File: config.mk
export PLATFORM = sky130hd
export DESIGN_NAME = mipsCpuHarvard
export DESIGN_NICKNAME = d
export VERILOG_FILES = /design/src/mipsPkg.sv /design/src/mipsCpuHarvard.sv /design/src/registerFile.sv /design/src/nextPcUnit.sv /design/src/aluUnit.sv /design/src/controlUnit.sv
export SDC_FILE = /design/constraint.sdc
export NUM_CORES = 2
export LEC_CHECK = 0
export BUFFER_PORTS_ARGS = -buffer_cell sky130_fd_sc_hd__buf_4
export CAP_MARGIN = 20
export CORE_UTILIZATION = 30
export CTS_CLUSTER_SIZE = 14
export DETAILED_ROUTE_END_ITERATION = 16
export HOLD_SLACK_MARGIN = 0.05
export SLEW_MARGIN = 40
export SYNTH_ARGS = -nofsm -noshare
export SYNTH_HDL_FRONTEND = slang
export SYNTH_SLANG_ARGS = --single-unit
File: constraint.sdc
create_clock -name clk -period 11.76 [get_ports clk]
set_input_delay 1.176 -clock clk [delete_from_list [all_inputs] [get_ports clk]]
set_output_delay 1.176 -clock clk [all_outputs]
set_load 0.01 [all_outputs]
File: src/mipsPkg.sv
package mipsPkg;

  // Primary opcodes
  localparam logic [5:0] opSpecial = 6'h00;
  localparam logic [5:0] opJ       = 6'h02;
  localparam logic [5:0] opJal     = 6'h03;
  localparam logic [5:0] opBeq     = 6'h04;
  localparam logic [5:0] opBne     = 6'h05;
  localparam logic [5:0] opAddiu   = 6'h09;
  localparam logic [5:0] opSlti    = 6'h0A;
  localparam logic [5:0] opAndi    = 6'h0C;
  localparam logic [5:0] opOri     = 6'h0D;
  localparam logic [5:0] opXori    = 6'h0E;
  localparam logic [5:0] opLui     = 6'h0F;
  localparam logic [5:0] opLw      = 6'h23;
  localparam logic [5:0] opSw      = 6'h2B;

  // Funct field of SPECIAL
  localparam logic [5:0] fnSll  = 6'h00;
  localparam logic [5:0] fnSrl  = 6'h02;
  localparam logic [5:0] fnSra  = 6'h03;
  localparam logic [5:0] fnJr   = 6'h08;
  localparam logic [5:0] fnAddu = 6'h21;
  localparam logic [5:0] fnSubu = 6'h23;
  localparam logic [5:0] fnAnd  = 6'h24;
  localparam logic [5:0] fnOr   = 6'h25;
  localparam logic [5:0] fnXor  = 6'h26;
  localparam logic [5:0] fnSlt  = 6'h2A;
  localparam logic [5:0] fnSltu = 6'h2B;

  // Internal ALU operations
  localparam int aluOpWidth = 4;
  localparam logic [aluOpWidth-1:0] aluAdd  = 4'd0;
  localparam logic [aluOpWidth-1:0] aluSub  = 4'd1;
  localparam logic [aluOpWidth-1:0] aluAnd  = 4'd2;
  localparam logic [aluOpWidth-1:0] aluOr   = 4'd3;
  localparam logic [aluOpWidth-1:0] aluXor  = 4'd4;
  localparam logic [aluOpWidth-1:0] aluSlt  = 4'd5;
  localparam logic [aluOpWidth-1:0] aluSltu = 4'd6;
  localparam logic [aluOpWidth-1:0] aluSll  = 4'd7;
  localparam logic [aluOpWidth-1:0] aluSrl  = 4'd8;
  localparam logic [aluOpWidth-1:0] aluSra  = 4'd9;
  localparam logic [aluOpWidth-1:0] aluLui  = 4'd10;

  localparam logic [31:0] resetVector = 32'hBFC00000;
  localparam logic [4:0]  regV0       = 5'd2;
  // JAL link register
  localparam logic [4:0]  regRa       = 5'd31;

  typedef struct packed {
    logic [5:0] opcode;
    logic [4:0] rs;
    logic [4:0] rt;
    logic [4:0] rd;
    logic [4:0] shamt;
    logic [5:0] funct;
  } rView_t;

  typedef struct packed {
    logic [5:0]  opcode;
    logic [4:0]  rs;
    logic [4:0]  rt;
    logic [15:0] imm;
  } iView_t;

  typedef struct packed {
    logic [5:0]  opcode;
    logic [25:0] target;
  } jView_t;

  // One instruction word, three field layouts
  typedef union packed {
    rView_t r;
    iView_t i;
    jView_t j;
  } instrWord_u;

endpackage
File: src/mipsCpuHarvard.sv
module mipsCpuHarvard import mipsPkg::*; (
  input  logic        clk,
  input  logic        reset,
  input  logic        clk_enable,
  output logic        active,
  output logic [31:0] register_v0,
  output logic [31:0] instr_address,
  input  logic [31:0] instr_readdata,
  output logic [31:0] data_address,
  output logic        data_write,
  output logic        data_read,
  output logic [31:0] data_writedata,
  input  logic [31:0] data_readdata
);

  instrWord_u            instr;
  logic                  regWrite;
  logic                  regDst;
  logic                  memToReg;
  logic                  memRead;
  logic                  memWrite;
  logic                  link;
  logic                  aluSrcImm;
  logic                  zeroExtend;
  logic                  branch;
  logic                  branchNe;
  logic                  jump;
  logic                  jumpReg;
  logic [aluOpWidth-1:0] aluOp;
  logic [31:0]           rsData;
  logic [31:0]           rtData;
  logic [31:0]           aluResult;
  logic                  equal;
  logic [31:0]           pcPlus4;

  assign instr = instr_readdata;

  controlUnit u_control (
    .instr(instr), .regWrite(regWrite), .regDst(regDst), .memToReg(memToReg),
    .memRead(memRead), .memWrite(memWrite), .link(link), .aluSrcImm(aluSrcImm),
    .zeroExtend(zeroExtend), .branch(branch), .branchNe(branchNe), .jump(jump),
    .jumpReg(jumpReg), .aluOp(aluOp)
  );

  registerFile u_regs (
    .clk(clk), .reset(reset), .clk_enable(clk_enable), .active(active),
    .instr(instr), .regWrite(regWrite), .regDst(regDst), .memToReg(memToReg),
    .link(link), .aluResult(aluResult), .memData(data_readdata), .pcPlus4(pcPlus4),
    .rsData(rsData), .rtData(rtData), .register_v0(register_v0)
  );

  aluUnit u_alu (
    .instr(instr), .rsData(rsData), .rtData(rtData), .aluOp(aluOp),
    .aluSrcImm(aluSrcImm), .zeroExtend(zeroExtend), .aluResult(aluResult),
    .equal(equal)
  );

  nextPcUnit u_nextPc (
    .clk(clk), .reset(reset), .clk_enable(clk_enable), .instr(instr),
    .rsData(rsData), .equal(equal), .branch(branch), .branchNe(branchNe),
    .jump(jump), .jumpReg(jumpReg), .pc(instr_address), .pcPlus4(pcPlus4),
    .active(active)
  );

  // Memory side
  assign data_address   = aluResult;
  assign data_writedata = rtData;
  assign data_read      = memRead;
  // Store strobe only in a cycle that commits
  assign data_write     = memWrite && clk_enable && active;

endmodule

File: src/registerFile.sv
module registerFile import mipsPkg::*; (
  input  logic        clk,
  input  logic        reset,
  input  logic        clk_enable,
  input  logic        active,
  input  instrWord_u  instr,
  input  logic        regWrite,
  input  logic        regDst,
  input  logic        memToReg,
  input  logic        link,
  input  logic [31:0] aluResult,
  input  logic [31:0] memData,
  input  logic [31:0] pcPlus4,
  output logic [31:0] rsData,
  output logic [31:0] rtData,
  output logic [31:0] register_v0
);

  logic [31:0] regs [32];
  logic [4:0]  writeReg;
  logic [31:0] writeData;

  // Destination is rd, rt, or ra for JAL
  assign writeReg  = link ? regRa : (regDst ? instr.r.rd : instr.r.rt);
  assign writeData = link ? pcPlus4 : (memToReg ? memData : aluResult);

  always_ff @(posedge clk)
  begin
    if (reset)
    begin
      for (int k = 0; k < 32; k++)
        regs[k] <= 32'd0;
    end
    else if (clk_enable && active && regWrite && (writeReg != 5'd0))
    begin
      regs[writeReg] <= writeData;
    end
  end

  assign rsData      = regs[instr.r.rs];
  assign rtData      = regs[instr.r.rt];
  assign register_v0 = regs[regV0];

  // $zero reads as zero across every write-back
  zeroReg: assert property (@(posedge clk) disable iff (reset)
    (instr.r.rs == 5'd0) |-> (rsData == 32'd0));

endmodule

File: src/nextPcUnit.sv
module nextPcUnit import mipsPkg::*; (
  input  logic        clk,
  input  logic        reset,
  input  logic        clk_enable,
  input  instrWord_u  instr,
  input  logic [31:0] rsData,
  input  logic        equal,
  input  logic        branch,
  input  logic        branchNe,
  input  logic        jump,
  input  logic        jumpReg,
  output logic [31:0] pc,
  output logic [31:0] pcPlus4,
  output logic        active
);

  logic [31:0] branchTarget;
  logic [31:0] jumpTarget;
  logic [31:0] nextPc;
  logic        takeBranch;

  assign pcPlus4      = pc + 32'd4;
  assign branchTarget = pcPlus4 + {{14{instr.i.imm[15]}}, instr.i.imm, 2'b00};
  assign jumpTarget   = {pcPlus4[31:28], instr.j.target, 2'b00};
  assign takeBranch   = branch && (branchNe ? !equal : equal);

  always_comb
  begin
    if (jumpReg)
      nextPc = rsData;
    else if (jump)
      nextPc = jumpTarget;
    else if (takeBranch)
      nextPc = branchTarget;
    else
      nextPc = pcPlus4;
  end

  always_ff @(posedge clk)
  begin
    if (reset)
    begin
      pc     <= resetVector;
      active <= 1'b1;
    end
    else if (clk_enable && active)
    begin
      pc <= nextPc;
      // Halt once control reaches address zero
      if (nextPc == 32'd0)
        active <= 1'b0;
    end
  end

  // Fetch address stays word aligned while running
  pcAligned: assert property (@(posedge clk) disable iff (reset)
    active |-> (pc[1:0] == 2'b00));

endmodule

File: src/aluUnit.sv
module aluUnit import mipsPkg::*; (
  input  instrWord_u              instr,
  input  logic [31:0]             rsData,
  input  logic [31:0]             rtData,
  input  logic [aluOpWidth-1:0]   aluOp,
  input  logic                    aluSrcImm,
  input  logic                    zeroExtend,
  output logic [31:0]             aluResult,
  output logic                    equal
);

  logic [31:0] immExt;
  logic [31:0] opB;
  logic [4:0]  shamt;

  // Sign or zero extension of the 16-bit immediate
  assign immExt = zeroExtend ? {16'h0000, instr.i.imm}
                             : {{16{instr.i.imm[15]}}, instr.i.imm};

  assign opB   = aluSrcImm ? immExt : rtData;
  assign shamt = instr.r.shamt;

  always_comb
  begin
    case (aluOp)
      aluAdd:  aluResult = rsData + opB;
      aluSub:  aluResult = rsData - opB;
      aluAnd:  aluResult = rsData & opB;
      aluOr:   aluResult = rsData | opB;
      aluXor:  aluResult = rsData ^ opB;
      aluSlt:  aluResult = {31'd0, $signed(rsData) < $signed(opB)};
      aluSltu: aluResult = {31'd0, rsData < opB};
      // Shifts act on rt by the shamt field
      aluSll:  aluResult = rtData << shamt;
      aluSrl:  aluResult = rtData >> shamt;
      aluSra:  aluResult = $unsigned($signed(rtData) >>> shamt);
      aluLui:  aluResult = {instr.i.imm, 16'h0000};
      default: aluResult = 32'd0;
    endcase
  end

  // Branch compare, independent of the operand mux
  assign equal = (rsData == rtData);

endmodule

File: src/controlUnit.sv
module controlUnit import mipsPkg::*; (
  input  instrWord_u              instr,
  output logic                    regWrite,
  output logic                    regDst,
  output logic                    memToReg,
  output logic                    memRead,
  output logic                    memWrite,
  output logic                    link,
  output logic                    aluSrcImm,
  output logic                    zeroExtend,
  output logic                    branch,
  output logic                    branchNe,
  output logic                    jump,
  output logic                    jumpReg,
  output logic [aluOpWidth-1:0]   aluOp
);

  always_comb
  begin
    // Safe defaults, nothing written and no memory access
    regWrite   = 1'b0;
    regDst     = 1'b0;
    memToReg   = 1'b0;
    memRead    = 1'b0;
    memWrite   = 1'b0;
    link       = 1'b0;
    aluSrcImm  = 1'b0;
    zeroExtend = 1'b0;
    branch     = 1'b0;
    branchNe   = 1'b0;
    jump       = 1'b0;
    jumpReg    = 1'b0;
    aluOp      = aluAdd;

    case (instr.r.opcode)
      opSpecial:
      begin
        regDst   = 1'b1;
        regWrite = 1'b1;
        case (instr.r.funct)
          fnAddu: aluOp = aluAdd;
          fnSubu: aluOp = aluSub;
          fnAnd:  aluOp = aluAnd;
          fnOr:   aluOp = aluOr;
          fnXor:  aluOp = aluXor;
          fnSlt:  aluOp = aluSlt;
          fnSltu: aluOp = aluSltu;
          fnSll:  aluOp = aluSll;
          fnSrl:  aluOp = aluSrl;
          fnSra:  aluOp = aluSra;
          fnJr:
          begin
            regWrite = 1'b0;
            jumpReg  = 1'b1;
          end
          default: regWrite = 1'b0;
        endcase
      end
      opJ: jump = 1'b1;
      opJal:
      begin
        jump     = 1'b1;
        link     = 1'b1;
        regWrite = 1'b1;
      end
      opBeq: branch = 1'b1;
      opBne:
      begin
        branch   = 1'b1;
        branchNe = 1'b1;
      end
      opAddiu, opSlti, opAndi, opOri, opXori, opLui:
      begin
        regWrite  = 1'b1;
        aluSrcImm = 1'b1;
        case (instr.i.opcode)
          opSlti:  aluOp = aluSlt;
          opAndi:  aluOp = aluAnd;
          opOri:   aluOp = aluOr;
          opXori:  aluOp = aluXor;
          opLui:   aluOp = aluLui;
          default: aluOp = aluAdd;
        endcase
        // Logical immediates are zero-extended
        zeroExtend = (instr.i.opcode == opAndi) || (instr.i.opcode == opOri) ||
                     (instr.i.opcode == opXori);
      end
      opLw:
      begin
        regWrite  = 1'b1;
        memRead   = 1'b1;
        memToReg  = 1'b1;
        aluSrcImm = 1'b1;
      end
      opSw:
      begin
        memWrite  = 1'b1;
        aluSrcImm = 1'b1;
      end
      default: ;
    endcase
  end

  // Decode never requests a load and a store for the same word
  noLoadAndStore: assert property (@(instr) !(memRead && memWrite));

endmodule

=== Word level (Yosys, flattened, before mapping) ===
Memories as Yosys holds them, arrays and structs flattened.
Index checks and enable logic that the tools add are counted.

* Bits of input ports: 67
* Bits in registers: 33
* Memory bits (writable): 1024
* Memories: 1
* Logic and storage cells: 105
* Output and inout bits: 131

{| class="wikitable"
|+ Memory list
! name !! depth !! bits a word !! rd ports !! clocked after memory_dff !! wr ports !! line !! source
|-
| u_regs.regs || 32 || 32 || 3 || 0 || 32 || registerFile.sv:19 || <nowiki>logic [31:0] regs [32];</nowiki>
|}

* Bitwise gates (word level): 3
* Muxes and demuxes: 35
* Shift operators: 3
* $add $sub $neg: 4
* Eq/ne operators: 33
* Magnitude comparators: 2
* Reduce and logical (&&, ||, !) cells: 22

{| class="wikitable"
|+ Operators by type and width
! kind !! number
|-
| 32-bit case mux with 11 select lines || 1
|-
| 32-bit 2-to-1 mux || 8
|-
| 32-bit adder || 2
|-
| 32-bit < comparator || 2
|-
| 6-bit == test, second input constant || 9
|-
| 6-bit by 4-bit == test with 1-bit output, second input constant || 7
|-
| 4-bit case mux with 9 select lines || 1
|-
| 32-bit by 3-bit adder with 32-bit output, second input constant || 1
|-
| 32-bit bitwise AND || 1
|-
| 32-bit == test || 1
|-
| 32-bit zero test || 1
|-
| 32-bit bitwise OR || 1
|-
| 32-bit OR reduction || 1
|-
| 32-bit by 5-bit << shifter with 32-bit output || 1
|-
| 32-bit by 5-bit right shift with 32-bit output || 1
|-
| 32-bit by 5-bit >>> shifter with 32-bit output || 1
|-
| 32-bit subtractor || 1
|-
| 32-bit XOR || 1
|-
| 6-bit by 2-bit == test with 1-bit output, second input constant || 4
|-
| 4-bit case mux with 5 select lines || 1
|-
| 1-bit 2-to-1 mux || 19
|-
| 4-bit by 3-bit == test with 1-bit output, second input constant || 4
|-
| 8-bit OR reduction || 2
|-
| 5-bit 2-to-1 mux || 3
|-
| other kinds (16) || 28
|}

=== Longest topological paths before layout ===
* Depth after elaboration: 11
* Gate-level depth with buffers: 32
* Mapped depth without buffers: 25

=== Cells and area by module ===
Synthesis repeated with hierarchy kept, for this count alone.

* Cell total of the unflattened synthesis: 6892
* Area total of the unflattened synthesis: 68533.2 um2

{| class="wikitable"
|+ Modules (own cells, without submodules)
! module !! area each (um2) !! sequential area each (um2) !! cells an instance !! times used
|-
| registerFile || 54109.4 || 30749.5 || 4743 || 1
|-
| aluUnit || 9177.6 || 0.0 || 1396 || 1
|-
| nextPcUnit || 4792.1 || 660.6 || 686 || 1
|-
| controlUnit || 447.9 || 0.0 || 66 || 1
|-
| mipsCpuHarvard || 6.3 || 0.0 || 1 || 1
|}

=== Least setup slack after synthesis ===
OpenSTA, ideal clock, no wires.

* Path kind: input port to output port
* Start: in instr_readdata[17]
* End: out data_address[28]
* Stages on the path: 25
* Arrival: 6.096 ns
* Setup slack: 4.488 ns
* Buffers on the path: 6
* Required time: 10.584 ns
* Cells stage by stage: buf_6 -> buf_6 -> buf_6 -> buf_6 -> buf_2 -> mux4_2 -> a22oi_1 -> nand4_1 -> nor2_1 -> or2_2 -> ha_1 -> clkbuf_1 -> nor2b_1 -> o21ai_0 -> a21boi_0 -> o21ai_0 -> a311oi_1 -> o311ai_0 -> a21oi_1 -> o21ai_0 -> a21oi_1 -> o211ai_1 -> a21boi_0 -> o21a_1 -> a211o_1

* Longest elaborated chain between the ends: 4
* Elaborated cells on any way between the ends: 11
* Classes of those cells: add/sub (2); shift (3); mux (2); bitwise (3); memory (1)

{| class="wikitable"
|+ RTL lines
! element !! line !! source
|-
| start, declared || mipsCpuHarvard.sv:8 || <nowiki>input logic [31:0] instr_readdata,</nowiki>
|-
| memory 32 x 32 bit (*) || n/a ||
|-
| named net data_writedata[2] || mipsCpuHarvard.sv:12 || <nowiki>output logic [31:0] data_writedata,</nowiki>
|-
| 32-bit 2-to-1 mux || aluUnit.sv:20 || <nowiki>assign opB = aluSrcImm ? immExt : rtData;</nowiki>
|-
| 32-bit subtractor or 32-bit adder (tied branches) || aluUnit.sv:27, aluUnit.sv:26 ||
|-
| 32-bit case mux with 11 select lines (*) || aluUnit.sv:25 || <nowiki>case (aluOp)</nowiki>
|-
| end, declared || mipsCpuHarvard.sv:9 || <nowiki>output logic [31:0] data_address,</nowiki>
|}

The timed path passes the listed nets; every way through them passes the cells marked *.

=== Worst setup path after layout ===
* Start: in instr_readdata[17]
* End: out data_address[25]

* Longest elaborated chain between the ends: 4
* Elaborated cells on any way between the ends: 11
* Classes of those cells: add/sub (2); shift (3); mux (2); bitwise (3); memory (1)

{| class="wikitable"
|+ RTL lines
! element !! line !! source
|-
| memory 32 x 32 bit (*) || n/a ||
|-
| 32-bit 2-to-1 mux || aluUnit.sv:20 ||
|-
| 32-bit subtractor (tied with other cells) || aluUnit.sv:27 || <nowiki>aluSub: aluResult = rsData - opB;</nowiki>
|-
| 32-bit case mux with 11 select lines (*) || aluUnit.sv:25 ||
|}

Every way passes the cells marked *; elsewhere a longest branch is shown, timed or not.

==> impl_metrics.ini <==
[clock_tree]
cts_hold_buf = 0
clockBufferDepth = 3
cts-resized-gates = 0
cts_setup_buffers = 0
path_clk_slew_ns = 0.07
clockRootBuffer = clkbuf_16
clk-insertion-delay-late_ns = 0.78
cts.sinks = 1057
cts_inserted_buffers = 110
htreeDepth = 3
cts_tree = done

[synth]
synth.top_cell.area_share_pct = 46.5
ys_top_cells_by_area = edfxtp_1, mux4_2, nor2_1
synthFlopType = edfxtp_1
syn_area_per_cell_sq_um = 11.2
synth_edf_count = 1024
yosysWarnings = 0
synthesis.area_sq_um = 66100
netlist_instances = 5893
ys_ff_latch = 1057
yosysUniqueCellTypes = 98
async_reset_ff_share_pct = 0
yosysSeqAreaShare_pct = 47.5
synth_top_area_cell = edfxtp_1

[placement]
placed_area_sq_um = 71000
dp.cells = 8639
pre_cts_slack_ns = 1.62
gp_congestion = 1.04
post-dp-hpwl_microns = 207000
io_buffers = 197

[sta]
period_needed_ns = 10.51
fmax_mhz = 95.2
setup_slack_ns = 1.25
slew_headroom_pct = 30.7
finalClockSkew_ns = 0.0793
hold_violations = 0
setup_violations = 0
finalCritPeriodShare_pct = 89.3
fin_setup_tns_ns = 0
drv_slew = 0
worst_pin_slew_ns = 1.03
rsz0062_at_grt = false

[worst_setup_path]
end_kind = primary output
path_max_fanout = 57
crit_type = primary input to primary output
ff2ff_setup_slack_ns = 3.90
critical_path_required_ns = 10.58
cp-start-kind = primary input
cp.arrival_ns = 9.33

[power]
power.density_nw_per_um2 = 149
leakage_nw = 27.3
ir_drop_uv = 148

[finish]
final_area_sq_um = 74700
layout.cells.non_filler = 8855
final_common_cell = nor2_1
drive_gt1_share_pct = 19.2
utilization_pct = 34.3
syn_to_final_growth_pct = 13.0
fin_nets = 6102
most-common-layout-cells = nor2_1, edfxtp_1, buf_4

[detailed_routing]
viasPerCell = 6.30
drtPass1Iterations = 6
vias = 55758
drt-total-wl_microns = 306000
ant_nets = 0
drc = 0
wire_per_inst_microns = 34.6
drt-initial-drc-count = 9943

[die]
die_y_microns = 471
initial_utilization_pct = 30.3
core_sq_um = 218000
ioPinCount = 198
die_x_microns = 471
placement_rows = 171
dieArea_sq_um = 222000

[global_route]
grt_pass1_vias = 52034
grt_max_degree = 86
grt_first_pass_wirelength_microns = 418000
grt_overflow = 0
grt_antenna_before_repair = 19
track_usage_pct = 26.7

[min_path]
hp-class = register to register

[outcome]
status = finished clean

[run]
maxCapViolCount = 0
==> metrics by stage <==
| step | power [W] | hold slack [ns] |
|---|---|---|
| final | 0.0112 | 0.517 |
| after global routing | 0.0114 | 0.543 |
| after CTS | 0.0110 | 0.507 |
| after detailed placement | 0.00752 | 0.497 |
| after global placement | 0.00750 | 0.485 |
| after floorplan | 0.00615 | 0.504 |
==> critical path, cell delays in order <==
cell and delay, ns:
buf_8 0.43, buf_4 0.61, mux4_2 0.58, a22o_1 0.24, a221oi_1 0.57, and3_1 0.78
inv_1 0.57, a21oi_1 0.38, ha_1 0.44, nor4_1 0.72, nand4_1 0.26, nor4_1 0.57
or3_1 0.23, a21oi_1 0.10, nor4b_1 0.36, mux2i_1 0.15, o21ai_0 0.64, buf_4 0.24
==> sequential cells by signal, summed over array words and instances (netlist names) <==
name             cells
u_nextPc.active      1
u_regs.regs       1024
u_nextPc.pc         32
==> layer usage <==
metal / GRT usage [%] / wire (microns) / share of wire (%) / vias to the layer above
li1: - / - / - / 22079
met1: 35.3 / 114000 / 37 / 27998
met2: 38.5 / 128000 / 42 / 4852
met3: 9.59 / 47000 / 15 / 811
met4: 12.6 / 17100 / 5.6 / 18
met5: 0 / 133 / 0.043 / -
==> synth_stat cells, drive strengths merged (47+ instances only) <==
cell    number
inv        134
nor3        89
a21oi      200
ha         129
a22oi      249
mux4       391
o21ai      207
o211ai      48
nor2      1292
nand2b      62
buf        174
nand3       78
mux2i      366
edfxtp    1024
xnor2       72
nand2      295
clkbuf     380
a221oi      47
==> worst paths after layout <==
| check | start | endpoint | cells after the start |
|---|---|---|---|
| worst max-delay path | instr_readdata[17] | data_address[25] | 18 |
| worst min-delay path | u_nextPc.pc[3]$_SDFFE_PP0P_ | u_nextPc.pc[3]$_SDFFE_PP0P_ | 2 |
| worst max register to register | u_regs.regs[31][0]$_SDFFCE_PN0P_ | u_regs.regs[31][18]$_SDFFCE_PN0P_ | 23 |
| worst min register to register | u_nextPc.pc[3]$_SDFFE_PP0P_ | u_nextPc.pc[3]$_SDFFE_PP0P_ | 2 |
==> power by group <==
part	total, W	switching (W)	internal [W]
Combinational	0.00325	0.00230	0.000945
Clock	0.00356	0.00159	0.00198
Sequential	0.00434	0.0000875	0.00426
Total	0.0112	0.00398	0.00718
==> cell families after synthesis <==
family,Yosys count,share of synthesized area [%]
AOI/OAI and AO/OA,1057,10.9
xor gates and xnor gates,113,1.50
adders and majority gates,131,2.50
buffers and inverters,691,4.69
DFF,1057,47.5
muxes,797,19.6
other,1,0.00568
and+or+nand+nor,2046,13.3
==> area by class of cell <==
type / instances / area [sq um]
Timing Repair Buffer: 422 / 3380
Clock inverter: 68 / 713
Multi-Input combinational cell: 4176 / 32200
Tap cell: 2854 / 3570
Inverter: 137 / 514
Antenna cell: 6 / 15.0
Fill cell: 21393 / 143000
Sequential cell: 1057 / 31400
Clock buffer: 135 / 2870
No activity file was read; power rests on OpenSTA's default activity.
